===== config.mk =====
export PLATFORM = sky130hd
export DESIGN_NAME = core_top
export DESIGN_NICKNAME = d
export VERILOG_FILES = /design/src/design/core_pkg.sv /design/src/design/ctrl_pkg.sv /design/src/design/fetch_stage.sv /design/src/design/control_unit.sv /design/src/design/regfile.sv /design/src/design/decode_stage.sv /design/src/design/execute_stage.sv /design/src/design/core_top.sv
export SDC_FILE = /design/constraint.sdc
export NUM_CORES = 2
export LEC_CHECK = 0
export BUFFER_PORTS_ARGS = -buffer_cell sky130_fd_sc_hd__buf_2
export CAP_MARGIN = 5
export CORE_UTILIZATION = 45
export CTS_CLUSTER_SIZE = 24
export DETAILED_ROUTE_END_ITERATION = 7
export MAX_ROUTING_LAYER = met4
export PLACE_DENSITY_LB_ADDON = 0.3
export SLEW_MARGIN = 40
export SYNTH_ARGS = -nofsm -noshare
export SYNTH_HDL_FRONTEND = slang
export SYNTH_SLANG_ARGS = --single-unit

===== constraint.sdc =====
create_clock -name i_clk -period 10 [get_ports i_clk]
set_input_delay 1.5 -clock i_clk [delete_from_list [all_inputs] [get_ports i_clk]]
set_output_delay 1.5 -clock i_clk [all_outputs]
set_load 0.1 [all_outputs]

===== src/design/core_pkg.sv =====
// ISA-level widths, opcodes and reset constants, imported by every stage of the core
package core_pkg;

    // architectural sizes
    localparam int XLEN     = 32;
    localparam int NUM_REGS = 32;

    typedef logic [XLEN-1:0] xlen_t;
    typedef logic [4:0]      reg_addr_t;
    typedef logic [31:0]     instr_t;

    // reset values
    localparam xlen_t  RESET_PC  = '0;
    // addi x0, x0, 0 used as the pipeline bubble
    localparam instr_t NOP_INSTR = 32'h0000_0013;

    // subset of rv32i major opcodes
    typedef enum logic [6:0] {
        OP     = 7'b0110011,
        OP_IMM = 7'b0010011,
        LUI    = 7'b0110111,
        BRANCH = 7'b1100011,
        JAL    = 7'b1101111,
        STORE  = 7'b0100011
    } opcode_e;

    // alu funct3
    localparam logic [2:0] FUNCT3_ADD_SUB = 3'b000;
    localparam logic [2:0] FUNCT3_SLL     = 3'b001;
    localparam logic [2:0] FUNCT3_SLT     = 3'b010;
    localparam logic [2:0] FUNCT3_SLTU    = 3'b011;
    localparam logic [2:0] FUNCT3_XOR     = 3'b100;
    localparam logic [2:0] FUNCT3_SRL_SRA = 3'b101;
    localparam logic [2:0] FUNCT3_OR      = 3'b110;
    localparam logic [2:0] FUNCT3_AND     = 3'b111;
    // branch and store funct3
    localparam logic [2:0] FUNCT3_BEQ     = 3'b000;
    localparam logic [2:0] FUNCT3_BNE     = 3'b001;
    localparam logic [2:0] FUNCT3_SW      = 3'b010;

endpackage


===== src/design/ctrl_pkg.sv =====
// pipeline control encodings passed from the control unit to the datapath stages
package ctrl_pkg;

    // alu operation, pass_b carries the lui immediate straight through
    typedef enum logic [3:0] {
        ADD,
        SUB,
        AND,
        OR,
        XOR,
        SLT,
        SLTU,
        SLL,
        SRL,
        SRA,
        PASS_B
    } alu_op_e;

    // decode operand source
    typedef enum logic [1:0] {
        FWD_REG,
        FWD_EXE,
        FWD_MEM
    } fwd_sel_e;

    // next pc source
    typedef enum logic [1:0] {
        PC_PLUS4,
        PC_BRANCH,
        PC_JAL
    } pc_sel_e;

endpackage


===== src/design/fetch_stage.sv =====
// fetch stage, owns the pc, picks the next pc and loads the fetch/decode register
module fetch_stage (
    input  logic             i_clk,
    input  logic             i_rst_n,
    input  logic             i_hold,
    input  logic             i_flush,
    input  ctrl_pkg::pc_sel_e i_pc_sel,
    input  core_pkg::xlen_t  i_branch_target,
    input  core_pkg::xlen_t  i_jal_target,
    input  core_pkg::instr_t i_instr,
    output core_pkg::xlen_t  o_pc,
    output core_pkg::instr_t o_id_instr,
    output core_pkg::xlen_t  o_id_pc
);
    import core_pkg::*;
    import ctrl_pkg::*;

    xlen_t pc;
    xlen_t pc_next;

    // targets come from decode, so a taken transfer lands one fetch late
    always_comb begin
        case (i_pc_sel)
            PC_BRANCH: pc_next = i_branch_target;
            PC_JAL:    pc_next = i_jal_target;
            default:   pc_next = pc + xlen_t'(4);
        endcase
    end

    always_ff @(posedge i_clk or negedge i_rst_n) begin
        if (!i_rst_n) begin
            pc <= RESET_PC;
        end else if (!i_hold) begin
            pc <= pc_next;
        end
    end

    // instruction word, bubble after reset and on flush
    always_ff @(posedge i_clk or negedge i_rst_n) begin
        if (!i_rst_n) begin
            o_id_instr <= NOP_INSTR;
        end else if (!i_hold) begin
            o_id_instr <= i_flush ? NOP_INSTR : i_instr;
        end
    end

    // pc travels with the word, only read for targets
    always_ff @(posedge i_clk) begin
        if (!i_hold) begin
            o_id_pc <= pc;
        end
    end

    assign o_pc = pc;

endmodule


===== src/design/control_unit.sv =====
// decode control, forwarding selection and branch decision for the instruction in decode
module control_unit (
    input  core_pkg::instr_t    i_instr,
    input  core_pkg::reg_addr_t i_exe_rd,
    input  core_pkg::reg_addr_t i_mem_rd,
    input  logic                i_exe_wreg,
    input  logic                i_mem_wreg,
    input  logic                i_equal,
    output ctrl_pkg::alu_op_e   o_alu_op,
    output logic                o_alu_imm,
    output logic                o_wreg,
    output logic                o_wmem,
    output logic                o_link,
    output ctrl_pkg::fwd_sel_e  o_fwd_a,
    output ctrl_pkg::fwd_sel_e  o_fwd_b,
    output ctrl_pkg::pc_sel_e   o_pc_sel,
    output logic                o_flush
);
    import core_pkg::*;
    import ctrl_pkg::*;

    opcode_e    opcode;
    logic [2:0] funct3;
    logic       funct7_b5;
    reg_addr_t  rs1;
    reg_addr_t  rs2;
    alu_op_e    funct_op;

    assign opcode    = opcode_e'(i_instr[6:0]);
    assign funct3    = i_instr[14:12];
    assign funct7_b5 = i_instr[30];
    assign rs1       = i_instr[19:15];
    assign rs2       = i_instr[24:20];

    // alu op shared by register and immediate forms
    always_comb begin
        case (funct3)
            // sub exists only in the register form
            FUNCT3_ADD_SUB: funct_op = (opcode == OP && funct7_b5) ? SUB : ADD;
            FUNCT3_SLL:     funct_op = SLL;
            FUNCT3_SLT:     funct_op = SLT;
            FUNCT3_SLTU:    funct_op = SLTU;
            FUNCT3_XOR:     funct_op = XOR;
            FUNCT3_SRL_SRA: funct_op = funct7_b5 ? SRA : SRL;
            FUNCT3_OR:      funct_op = OR;
            default:        funct_op = AND;
        endcase
    end

    always_comb begin
        // defaults describe a bubble
        o_alu_op  = ADD;
        o_alu_imm = 1'b0;
        o_wreg    = 1'b0;
        o_wmem    = 1'b0;
        o_link    = 1'b0;
        o_pc_sel  = PC_PLUS4;
        case (opcode)
            OP: begin
                o_alu_op = funct_op;
                o_wreg   = 1'b1;
            end
            OP_IMM: begin
                o_alu_op  = funct_op;
                o_alu_imm = 1'b1;
                o_wreg    = 1'b1;
            end
            LUI: begin
                o_alu_op  = PASS_B;
                o_alu_imm = 1'b1;
                o_wreg    = 1'b1;
            end
            BRANCH: begin
                if ((funct3 == FUNCT3_BEQ && i_equal) || (funct3 == FUNCT3_BNE && !i_equal)) begin
                    o_pc_sel = PC_BRANCH;
                end
            end
            JAL: begin
                // link value pc+4 replaces the alu result
                o_wreg   = 1'b1;
                o_link   = 1'b1;
                o_pc_sel = PC_JAL;
            end
            STORE: begin
                // word stores only, address is rs1 + s-imm
                o_wmem    = (funct3 == FUNCT3_SW);
                o_alu_imm = 1'b1;
            end
            default: ;
        endcase
    end

    // nearest producer wins, x0 never forwards
    always_comb begin
        o_fwd_a = FWD_REG;
        if (i_exe_wreg && i_exe_rd != '0 && i_exe_rd == rs1) begin
            o_fwd_a = FWD_EXE;
        end else if (i_mem_wreg && i_mem_rd != '0 && i_mem_rd == rs1) begin
            o_fwd_a = FWD_MEM;
        end
        o_fwd_b = FWD_REG;
        if (i_exe_wreg && i_exe_rd != '0 && i_exe_rd == rs2) begin
            o_fwd_b = FWD_EXE;
        end else if (i_mem_wreg && i_mem_rd != '0 && i_mem_rd == rs2) begin
            o_fwd_b = FWD_MEM;
        end
    end

    // squash the word fetched behind a taken transfer
    assign o_flush = (o_pc_sel != PC_PLUS4);

endmodule


===== src/design/regfile.sv =====
// integer register file, two read ports, one write port, writeback bypassed to decode
module regfile (
    input  logic                i_clk,
    input  logic                i_rst_n,
    input  core_pkg::reg_addr_t i_rs1,
    input  core_pkg::reg_addr_t i_rs2,
    input  core_pkg::reg_addr_t i_rd,
    input  logic                i_we,
    input  core_pkg::xlen_t     i_wdata,
    output core_pkg::xlen_t     o_rdata1,
    output core_pkg::xlen_t     o_rdata2
);
    import core_pkg::*;

    // x0 has no storage
    xlen_t regs [1:NUM_REGS-1];

    always_ff @(posedge i_clk or negedge i_rst_n) begin
        if (!i_rst_n) begin
            for (int i = 1; i < NUM_REGS; i++) begin
                regs[i] <= '0;
            end
        end else if (i_we && i_rd != '0) begin
            regs[i_rd] <= i_wdata;
        end
    end

    // same-cycle write shows up on the read
    assign o_rdata1 = (i_rs1 == '0) ? '0 :
                      (i_we && i_rd == i_rs1) ? i_wdata : regs[i_rs1];
    assign o_rdata2 = (i_rs2 == '0) ? '0 :
                      (i_we && i_rd == i_rs2) ? i_wdata : regs[i_rs2];

endmodule


===== src/design/decode_stage.sv =====
// decode datapath, immediates, operand forwarding, branch compare and the decode/execute register
module decode_stage (
    input  logic                i_clk,
    input  logic                i_rst_n,
    input  logic                i_hold,
    input  core_pkg::instr_t    i_instr,
    input  core_pkg::xlen_t     i_pc,
    input  core_pkg::xlen_t     i_rdata1,
    input  core_pkg::xlen_t     i_rdata2,
    input  core_pkg::xlen_t     i_exe_result,
    input  core_pkg::xlen_t     i_mem_result,
    input  ctrl_pkg::fwd_sel_e  i_fwd_a,
    input  ctrl_pkg::fwd_sel_e  i_fwd_b,
    input  ctrl_pkg::alu_op_e   i_alu_op,
    input  logic                i_alu_imm,
    input  logic                i_wreg,
    input  logic                i_wmem,
    input  logic                i_link,
    output logic                o_equal,
    output core_pkg::xlen_t     o_branch_target,
    output core_pkg::xlen_t     o_jal_target,
    output core_pkg::xlen_t     o_exe_a,
    output core_pkg::xlen_t     o_exe_b,
    output core_pkg::xlen_t     o_exe_imm,
    output core_pkg::xlen_t     o_exe_pc4,
    output core_pkg::reg_addr_t o_exe_rd,
    output ctrl_pkg::alu_op_e   o_exe_alu_op,
    output logic                o_exe_alu_imm,
    output logic                o_exe_wreg,
    output logic                o_exe_wmem,
    output logic                o_exe_link
);
    import core_pkg::*;
    import ctrl_pkg::*;

    xlen_t   imm_i, imm_s, imm_b, imm_u, imm_j;
    xlen_t   imm;
    xlen_t   op_a, op_b;
    opcode_e opcode;

    function automatic xlen_t fwd_mux(fwd_sel_e sel, xlen_t reg_val, xlen_t exe_val,
                                      xlen_t mem_val);
        case (sel)
            FWD_EXE: return exe_val;
            FWD_MEM: return mem_val;
            default: return reg_val;
        endcase
    endfunction

    assign opcode = opcode_e'(i_instr[6:0]);

    // rv32i immediate formats
    assign imm_i = {{20{i_instr[31]}}, i_instr[31:20]};
    assign imm_s = {{20{i_instr[31]}}, i_instr[31:25], i_instr[11:7]};
    assign imm_b = {{19{i_instr[31]}}, i_instr[31], i_instr[7], i_instr[30:25],
                    i_instr[11:8], 1'b0};
    assign imm_u = {i_instr[31:12], 12'b0};
    assign imm_j = {{11{i_instr[31]}}, i_instr[31], i_instr[19:12], i_instr[20],
                    i_instr[30:21], 1'b0};

    // immediate for the alu, branch and jal use theirs directly
    assign imm = (opcode == STORE) ? imm_s :
                 (opcode == LUI)   ? imm_u : imm_i;

    assign op_a    = fwd_mux(i_fwd_a, i_rdata1, i_exe_result, i_mem_result);
    assign op_b    = fwd_mux(i_fwd_b, i_rdata2, i_exe_result, i_mem_result);
    assign o_equal = (op_a == op_b);

    assign o_branch_target = i_pc + imm_b;
    assign o_jal_target    = i_pc + imm_j;

    // control bits cleared on reset so the stage starts empty
    always_ff @(posedge i_clk or negedge i_rst_n) begin
        if (!i_rst_n) begin
            o_exe_wreg <= 1'b0;
            o_exe_wmem <= 1'b0;
        end else if (!i_hold) begin
            o_exe_wreg <= i_wreg;
            o_exe_wmem <= i_wmem;
        end
    end

    always_ff @(posedge i_clk) begin
        if (!i_hold) begin
            o_exe_a       <= op_a;
            o_exe_b       <= op_b;
            o_exe_imm     <= imm;
            o_exe_pc4     <= i_pc + xlen_t'(4);
            o_exe_rd      <= i_instr[11:7];
            o_exe_alu_op  <= i_alu_op;
            o_exe_alu_imm <= i_alu_imm;
            o_exe_link    <= i_link;
        end
    end

endmodule


===== src/design/execute_stage.sv =====
// execute, memory and writeback stages, alu, store request port and register file write
module execute_stage (
    input  logic                i_clk,
    input  logic                i_rst_n,
    input  core_pkg::xlen_t     i_exe_a,
    input  core_pkg::xlen_t     i_exe_b,
    input  core_pkg::xlen_t     i_exe_imm,
    input  core_pkg::xlen_t     i_exe_pc4,
    input  core_pkg::reg_addr_t i_exe_rd,
    input  ctrl_pkg::alu_op_e   i_exe_alu_op,
    input  logic                i_exe_alu_imm,
    input  logic                i_exe_wreg,
    input  logic                i_exe_wmem,
    input  logic                i_exe_link,
    input  logic                i_data_gnt,
    output core_pkg::xlen_t     o_exe_result,
    output core_pkg::xlen_t     o_mem_result,
    output core_pkg::reg_addr_t o_exe_rd,
    output core_pkg::reg_addr_t o_mem_rd,
    output core_pkg::reg_addr_t o_wb_rd,
    output logic                o_exe_wreg,
    output logic                o_mem_wreg,
    output logic                o_wb_we,
    output core_pkg::xlen_t     o_wb_data,
    output logic                o_data_req,
    output core_pkg::xlen_t     o_data_addr,
    output core_pkg::xlen_t     o_data_wdata,
    output logic                o_hold
);
    import core_pkg::*;
    import ctrl_pkg::*;

    xlen_t alu_b;
    xlen_t alu_r;
    xlen_t mem_wdata;
    logic  mem_wmem;
    logic  wb_wreg;

    assign alu_b = i_exe_alu_imm ? i_exe_imm : i_exe_b;

    always_comb begin
        case (i_exe_alu_op)
            SUB:     alu_r = i_exe_a - alu_b;
            AND:     alu_r = i_exe_a & alu_b;
            OR:      alu_r = i_exe_a | alu_b;
            XOR:     alu_r = i_exe_a ^ alu_b;
            SLT:     alu_r = {{(XLEN-1){1'b0}}, $signed(i_exe_a) < $signed(alu_b)};
            SLTU:    alu_r = {{(XLEN-1){1'b0}}, i_exe_a < alu_b};
            // shift amount is the low five bits
            SLL:     alu_r = i_exe_a << alu_b[4:0];
            SRL:     alu_r = i_exe_a >> alu_b[4:0];
            SRA:     alu_r = xlen_t'($signed(i_exe_a) >>> alu_b[4:0]);
            PASS_B:  alu_r = alu_b;
            default: alu_r = i_exe_a + alu_b;
        endcase
    end

    // jal writes its return address
    assign o_exe_result = i_exe_link ? i_exe_pc4 : alu_r;
    assign o_exe_rd     = i_exe_rd;
    assign o_exe_wreg   = i_exe_wreg;

    // pending store without grant freezes the whole pipe
    assign o_hold = mem_wmem && !i_data_gnt;

    always_ff @(posedge i_clk or negedge i_rst_n) begin
        if (!i_rst_n) begin
            o_mem_wreg <= 1'b0;
            mem_wmem   <= 1'b0;
            wb_wreg    <= 1'b0;
        end else if (!o_hold) begin
            o_mem_wreg <= i_exe_wreg;
            mem_wmem   <= i_exe_wmem;
            wb_wreg    <= o_mem_wreg;
        end
    end

    // payload of memory and writeback
    always_ff @(posedge i_clk) begin
        if (!o_hold) begin
            o_mem_result <= o_exe_result;
            mem_wdata    <= i_exe_b;
            o_mem_rd     <= i_exe_rd;
            o_wb_data    <= o_mem_result;
            o_wb_rd      <= o_mem_rd;
        end
    end

    // address and data held by the stalled register until granted
    assign o_data_req   = mem_wmem;
    assign o_data_addr  = o_mem_result;
    assign o_data_wdata = mem_wdata;

    // no register write while stalled
    assign o_wb_we = wb_wreg && !o_hold;

endmodule


===== src/design/core_top.sv =====
// top level of the five-stage core, exposes the fetch port and the store request/grant port
module core_top (
    input  logic             i_clk,
    input  logic             i_rst_n,
    output core_pkg::xlen_t  o_instr_addr,
    input  core_pkg::instr_t i_instr_rdata,
    output logic             o_data_req,
    output core_pkg::xlen_t  o_data_addr,
    output core_pkg::xlen_t  o_data_wdata,
    input  logic             i_data_gnt
);
    import core_pkg::*;
    import ctrl_pkg::*;

    // global stall, store waiting on grant
    logic      hold;
    logic      flush;
    pc_sel_e   pc_sel;
    xlen_t     branch_target;
    xlen_t     jal_target;

    // decode side
    instr_t    id_instr;
    xlen_t     id_pc;
    xlen_t     rdata1;
    xlen_t     rdata2;
    logic      equal;
    alu_op_e   alu_op;
    logic      alu_imm;
    logic      wreg;
    logic      wmem;
    logic      link;
    fwd_sel_e  fwd_a;
    fwd_sel_e  fwd_b;

    // decode/execute register
    xlen_t     exe_a;
    xlen_t     exe_b;
    xlen_t     exe_imm;
    xlen_t     exe_pc4;
    reg_addr_t exe_rd_in;
    alu_op_e   exe_alu_op;
    logic      exe_alu_imm;
    logic      exe_wreg_in;
    logic      exe_wmem;
    logic      exe_link;

    // results fed back for forwarding and writeback
    xlen_t     exe_result;
    xlen_t     mem_result;
    reg_addr_t exe_rd;
    reg_addr_t mem_rd;
    reg_addr_t wb_rd;
    logic      exe_wreg;
    logic      mem_wreg;
    logic      wb_we;
    xlen_t     wb_data;

    fetch_stage u_fetch_stage (
        .i_clk           (i_clk),
        .i_rst_n         (i_rst_n),
        .i_hold          (hold),
        .i_flush         (flush),
        .i_pc_sel        (pc_sel),
        .i_branch_target (branch_target),
        .i_jal_target    (jal_target),
        .i_instr         (i_instr_rdata),
        .o_pc            (o_instr_addr),
        .o_id_instr      (id_instr),
        .o_id_pc         (id_pc)
    );

    control_unit u_control_unit (
        .i_instr    (id_instr),
        .i_exe_rd   (exe_rd),
        .i_mem_rd   (mem_rd),
        .i_exe_wreg (exe_wreg),
        .i_mem_wreg (mem_wreg),
        .i_equal    (equal),
        .o_alu_op   (alu_op),
        .o_alu_imm  (alu_imm),
        .o_wreg     (wreg),
        .o_wmem     (wmem),
        .o_link     (link),
        .o_fwd_a    (fwd_a),
        .o_fwd_b    (fwd_b),
        .o_pc_sel   (pc_sel),
        .o_flush    (flush)
    );

    regfile u_regfile (
        .i_clk    (i_clk),
        .i_rst_n  (i_rst_n),
        .i_rs1    (id_instr[19:15]),
        .i_rs2    (id_instr[24:20]),
        .i_rd     (wb_rd),
        .i_we     (wb_we),
        .i_wdata  (wb_data),
        .o_rdata1 (rdata1),
        .o_rdata2 (rdata2)
    );

    decode_stage u_decode_stage (
        .i_clk           (i_clk),
        .i_rst_n         (i_rst_n),
        .i_hold          (hold),
        .i_instr         (id_instr),
        .i_pc            (id_pc),
        .i_rdata1        (rdata1),
        .i_rdata2        (rdata2),
        .i_exe_result    (exe_result),
        .i_mem_result    (mem_result),
        .i_fwd_a         (fwd_a),
        .i_fwd_b         (fwd_b),
        .i_alu_op        (alu_op),
        .i_alu_imm       (alu_imm),
        .i_wreg          (wreg),
        .i_wmem          (wmem),
        .i_link          (link),
        .o_equal         (equal),
        .o_branch_target (branch_target),
        .o_jal_target    (jal_target),
        .o_exe_a         (exe_a),
        .o_exe_b         (exe_b),
        .o_exe_imm       (exe_imm),
        .o_exe_pc4       (exe_pc4),
        .o_exe_rd        (exe_rd_in),
        .o_exe_alu_op    (exe_alu_op),
        .o_exe_alu_imm   (exe_alu_imm),
        .o_exe_wreg      (exe_wreg_in),
        .o_exe_wmem      (exe_wmem),
        .o_exe_link      (exe_link)
    );

    execute_stage u_execute_stage (
        .i_clk         (i_clk),
        .i_rst_n       (i_rst_n),
        .i_exe_a       (exe_a),
        .i_exe_b       (exe_b),
        .i_exe_imm     (exe_imm),
        .i_exe_pc4     (exe_pc4),
        .i_exe_rd      (exe_rd_in),
        .i_exe_alu_op  (exe_alu_op),
        .i_exe_alu_imm (exe_alu_imm),
        .i_exe_wreg    (exe_wreg_in),
        .i_exe_wmem    (exe_wmem),
        .i_exe_link    (exe_link),
        .i_data_gnt    (i_data_gnt),
        .o_exe_result  (exe_result),
        .o_mem_result  (mem_result),
        .o_exe_rd      (exe_rd),
        .o_mem_rd      (mem_rd),
        .o_wb_rd       (wb_rd),
        .o_exe_wreg    (exe_wreg),
        .o_mem_wreg    (mem_wreg),
        .o_wb_we       (wb_we),
        .o_wb_data     (wb_data),
        .o_data_req    (o_data_req),
        .o_data_addr   (o_data_addr),
        .o_data_wdata  (o_data_wdata),
        .o_hold        (hold)
    );

endmodule


==> impl_metrics.env <==
export IMPL_outcome="finished, final reports clean"
export IMPL_finalCritPeriodShare_pct=95.07
export IMPL_track_usage_pct=36.15
export IMPL_route_detailed_drc=0
export IMPL_die_w_um=425.6
export IMPL_cts_tree="done"
export IMPL_io_pins=132
export IMPL_synth_warnings=0
export IMPL_syn_avg_cell_area_um2=12.51
export IMPL_start_util_pct=45.30
export IMPL_synth_edf_count=277
export IMPL_wl_per_cell_um=34.58
export IMPL_die_area_um2=181100
export IMPL_yosysMostFrequentCell="mux2_2"
export IMPL_synth_common_cells="mux2_2 (1,075), dfrtp_1 (1,058), mux4_2 (585)"
export IMPL_tightest_slew_ns=0.9367
export IMPL_hold_viol=0
export IMPL_max_stage_delay_ns=0.78
export IMPL_max_slew_margin_pct=37.39
export IMPL_grt_overflow_total=0
export IMPL_cts_clk_slew_worst_paths_ns=0.06
export IMPL_grt_antenna_before_repair=12
export IMPL_required_ns=10.72
export IMPL_crit_slowest_cell="a221oi_1"
export IMPL_hp_start="u_fetch_stage.o_id_pc[0]"
export IMPL_leakagePower_uw=0.04128
export IMPL_ys_ff_latch=1338
export IMPL_dp_hpwl_um=220500
export IMPL_grt_max_degree=160
export IMPL_crit_type="reg2reg"
export IMPL_crit_path_end_kind="flop"
export IMPL_grt_pass1_wl_um=457400
export IMPL_async_flop_share_pct=79.30
export IMPL_start_kind="flop"
export IMPL_syn_inst=6453
export IMPL_core_area_um2=178200
export IMPL_die_h_um=425.6
export IMPL_finalCriticalPeriod_ns=9.507
export IMPL_globalplace_congestion=1.008
export IMPL_cts_sinks=1338
export IMPL_max_clock_freq_mhz=105.2
export IMPL_cts_path_max_buffers=3
export IMPL_detailedRoute_firstIterationViolations=7678
export IMPL_drive_gt1_share_pct=40.17
export IMPL_cts_root_buffer="clkbuf_16"
export IMPL_synthFlopType="dfrtp_1"
export IMPL_synth_cell_types=101
export IMPL_crit_fanout=41
export IMPL_setup_viol=0
export IMPL_r2r_start="u_decode_stage.o_exe_alu_imm"
export IMPL_final_nets=6933
export IMPL_synth_area_um2=80730
export IMPL_critical_path_arrival_ns=10.23
export IMPL_viasPerCell=6.754
export IMPL_numCtsBuffers=149
export IMPL_p_per_area_nw_per_um2=177.0
export IMPL_grt_pass1_vias=61610
export IMPL_worst_ir_drop_vdd_v=0.0001722
export IMPL_drtAntennaViolNets=0
export IMPL_routed_wl_um=319500
export IMPL_portBuffers=131
export IMPL_synth_area_leader_cell="dfrtp_1"
export IMPL_hp_class="reg2reg"
export IMPL_place_inst=8957
export IMPL_clkLatencyLatePin_ns=0.85
export IMPL_htreeDepth=4
export IMPL_startpoint="u_decode_stage.o_exe_alu_imm"
export IMPL_maxSlewViolCount=0
export IMPL_fin_hold_ws_ns=0.4538
export IMPL_max_cap_violations=0
export IMPL_syn_num_nets=6625
export IMPL_skew_ns=0.05122
export IMPL_synthToLayoutAreaGrowth_pct=14.95
export IMPL_synthTopCellsByArea="dfrtp_1 (33%), mux4_2 (16%), mux2_2 (15%), edfxtp_1 (10%), ha_1 (2.1%)"
export IMPL_cts_hold_fix_buffers=0
export IMPL_synth_top_area_share_pct=32.79
export IMPL_num_vias=62410
export IMPL_num_rows=155
export IMPL_final_cells=9241
export IMPL_first_pass_iters=8
export IMPL_cpMostUsedCell="buf_4"
export IMPL_ys_seq_area_share_pct=43.19
[flip-flops by register name (all words and copies together), names as in the netlist, 4 cells and up]
name and count:
u_execute_stage.o_wb_rd 5, u_decode_stage.o_exe_imm 32, u_decode_stage.o_exe_alu_op 4, u_execute_stage.o_data_wdata 32, u_regfile.regs 992, u_execute_stage.o_mem_rd 5, u_execute_stage.o_wb_data 32, u_execute_stage.o_data_addr 32
u_decode_stage.o_exe_pc4 32, u_decode_stage.o_exe_b 32, u_decode_stage.o_exe_rd 5, u_fetch_stage.o_id_pc 32, u_fetch_stage.o_pc 32, u_fetch_stage.o_id_instr 32, u_decode_stage.o_exe_a 32
[cell usage in the layout (no fill, tap or decap), types with 28 or more instances in the layout]
master / Yosys / final
mux2_2: 1075 / 1075
dfrtp_1: 1058 / 1048
mux4_2: 585 / 585
buf_4: 21 / 492
nand2_1: 431 / 402
nor2_1: 299 / 296
edfxtp_1: 277 / 277
a21oi_1: 256 / 254
o21ai_0: 183 / 178
clkbuf_16: 0 / 154
mux2i_1: 145 / 140
inv_1: 135 / 133
buf_2: 71 / 130
ha_1: 134 / 129
nand3_1: 128 / 127
xnor2_1: 76 / 76
o22ai_1: 75 / 75
nor3_1: 74 / 68
a221oi_1: 55 / 54
a22o_1: 50 / 50
a22oi_1: 49 / 48
a31oi_1: 48 / 48
buf_12: 0 / 45
buf_6: 8 / 45
a211oi_1: 46 / 43
xor2_1: 42 / 42
nand4_1: 41 / 41
clkbuf_1: 323 / 41
nor2b_1: 42 / 38
o211ai_1: 33 / 33
a21o_1: 30 / 30
and3_1: 30 / 30
clkbuf_8: 0 / 30
nand2_2: 0 / 29
nand2b_1: 28 / 28
o21a_1: 28 / 28
nor4_1: 33 / 28
[per-stage QoR]
step / worst slack (ns) / cell area [um^2] / util (%) / power, uW / setup TNS (ns)
after floorplan: 1.060 / 80730 / - / 9054 / 0
after global placement: -0.1968 / 86820 / 48.71 / 10650 / -0.5700
after detailed placement: -0.1979 / 87510 / 49.10 / 10770 / -0.6061
after CTS: 0.001728 / 92440 / 51.87 / 16380 / 0
after global routing: -0.03190 / 92800 / 52.07 / 16940 / -0.03190
final: 0.4934 / 92810 / 52.07 / 16430 / 0
[per-layer routing]
metal  global-route usage, %  routed length (um)  vias up
li1                        -                   -    25490
met5                       -                   0        -
met3                   6.506               26740      875
met1                   46.68              125800    32730
met4                   19.70               21180        0
met2                   54.09              145900     3322
[logic make-up (layout without fill, tap and decap cells)]
group,after synthesis,after routing,synth area share (%)
other,0,7,0
AO/OA/AOI/OAI,1104,1104,9.316
adder cells (fa/ha/maj),137,137,2.151
multiplexers,1810,1810,33.25
buffers and inverters,715,1141,3.622
AND/OR/NAND/NOR,1231,1231,7.186
flip-flops,1338,1338,43.19
XOR/XNOR,118,118,1.280
[repair_timing]
action	4_1_cts	5_1_grt
resized for setup	3	39
pin swaps	0	5
setup buffers	0	4
endpoints found under the setup margin	6	11
endpoints found under the hold margin	0	0
[area by class of cell]
| cell class | count | area, um^2 |
|---|---|---|
| Timing Repair Buffer | 729 | 6120 |
| Clock buffer | 225 | 4420 |
| Multi-Input combinational cell | 4400 | 43350 |
| Clock inverter | 44 | 503.0 |
| Inverter | 143 | 546.8 |
| Fill cell | 15100 | 85420 |
| Sequential cell | 1338 | 34900 |
| Antenna cell | 7 | 17.52 |
| Tap cell | 2355 | 2947 |
[where the power goes]
group | internal [uW] | switching [uW] | leakage, uW | total, uW
clock | 3180 | 2440 | 0.00241 | 5620
combinational | 1500 | 2500 | 0.0212 | 3990
sequential | 6090 | 719 | 0.0177 | 6810
total | 10800 | 5660 | 0.0413 | 16400
[worst max-delay path: cells and delay by family, from the launching register on]
kind,cells,cell delay (ns)
buffers and inverters,4,0.84
adder cells (fa/ha/maj),3,0.92
flip-flops,1,0.47
AND/OR/NAND/NOR,10,1.81
multiplexers,3,1.44
AO/OA/AOI/OAI,16,3.87
[final timing paths]
check,endpoint,slack (ns),cells past startpoint
max in group asynchronous,u_regfile.regs[719],7.33,5
max reg2reg,u_fetch_stage.o_pc[29],0.49,36
min,u_decode_stage.o_exe_pc4[0],0.45,0
max,u_fetch_stage.o_pc[29],0.49,36
min reg2reg,u_decode_stage.o_exe_pc4[0],0.45,0
min in group asynchronous,u_regfile.regs[867],0.53,1
Power figures use the tool's default switching activity.
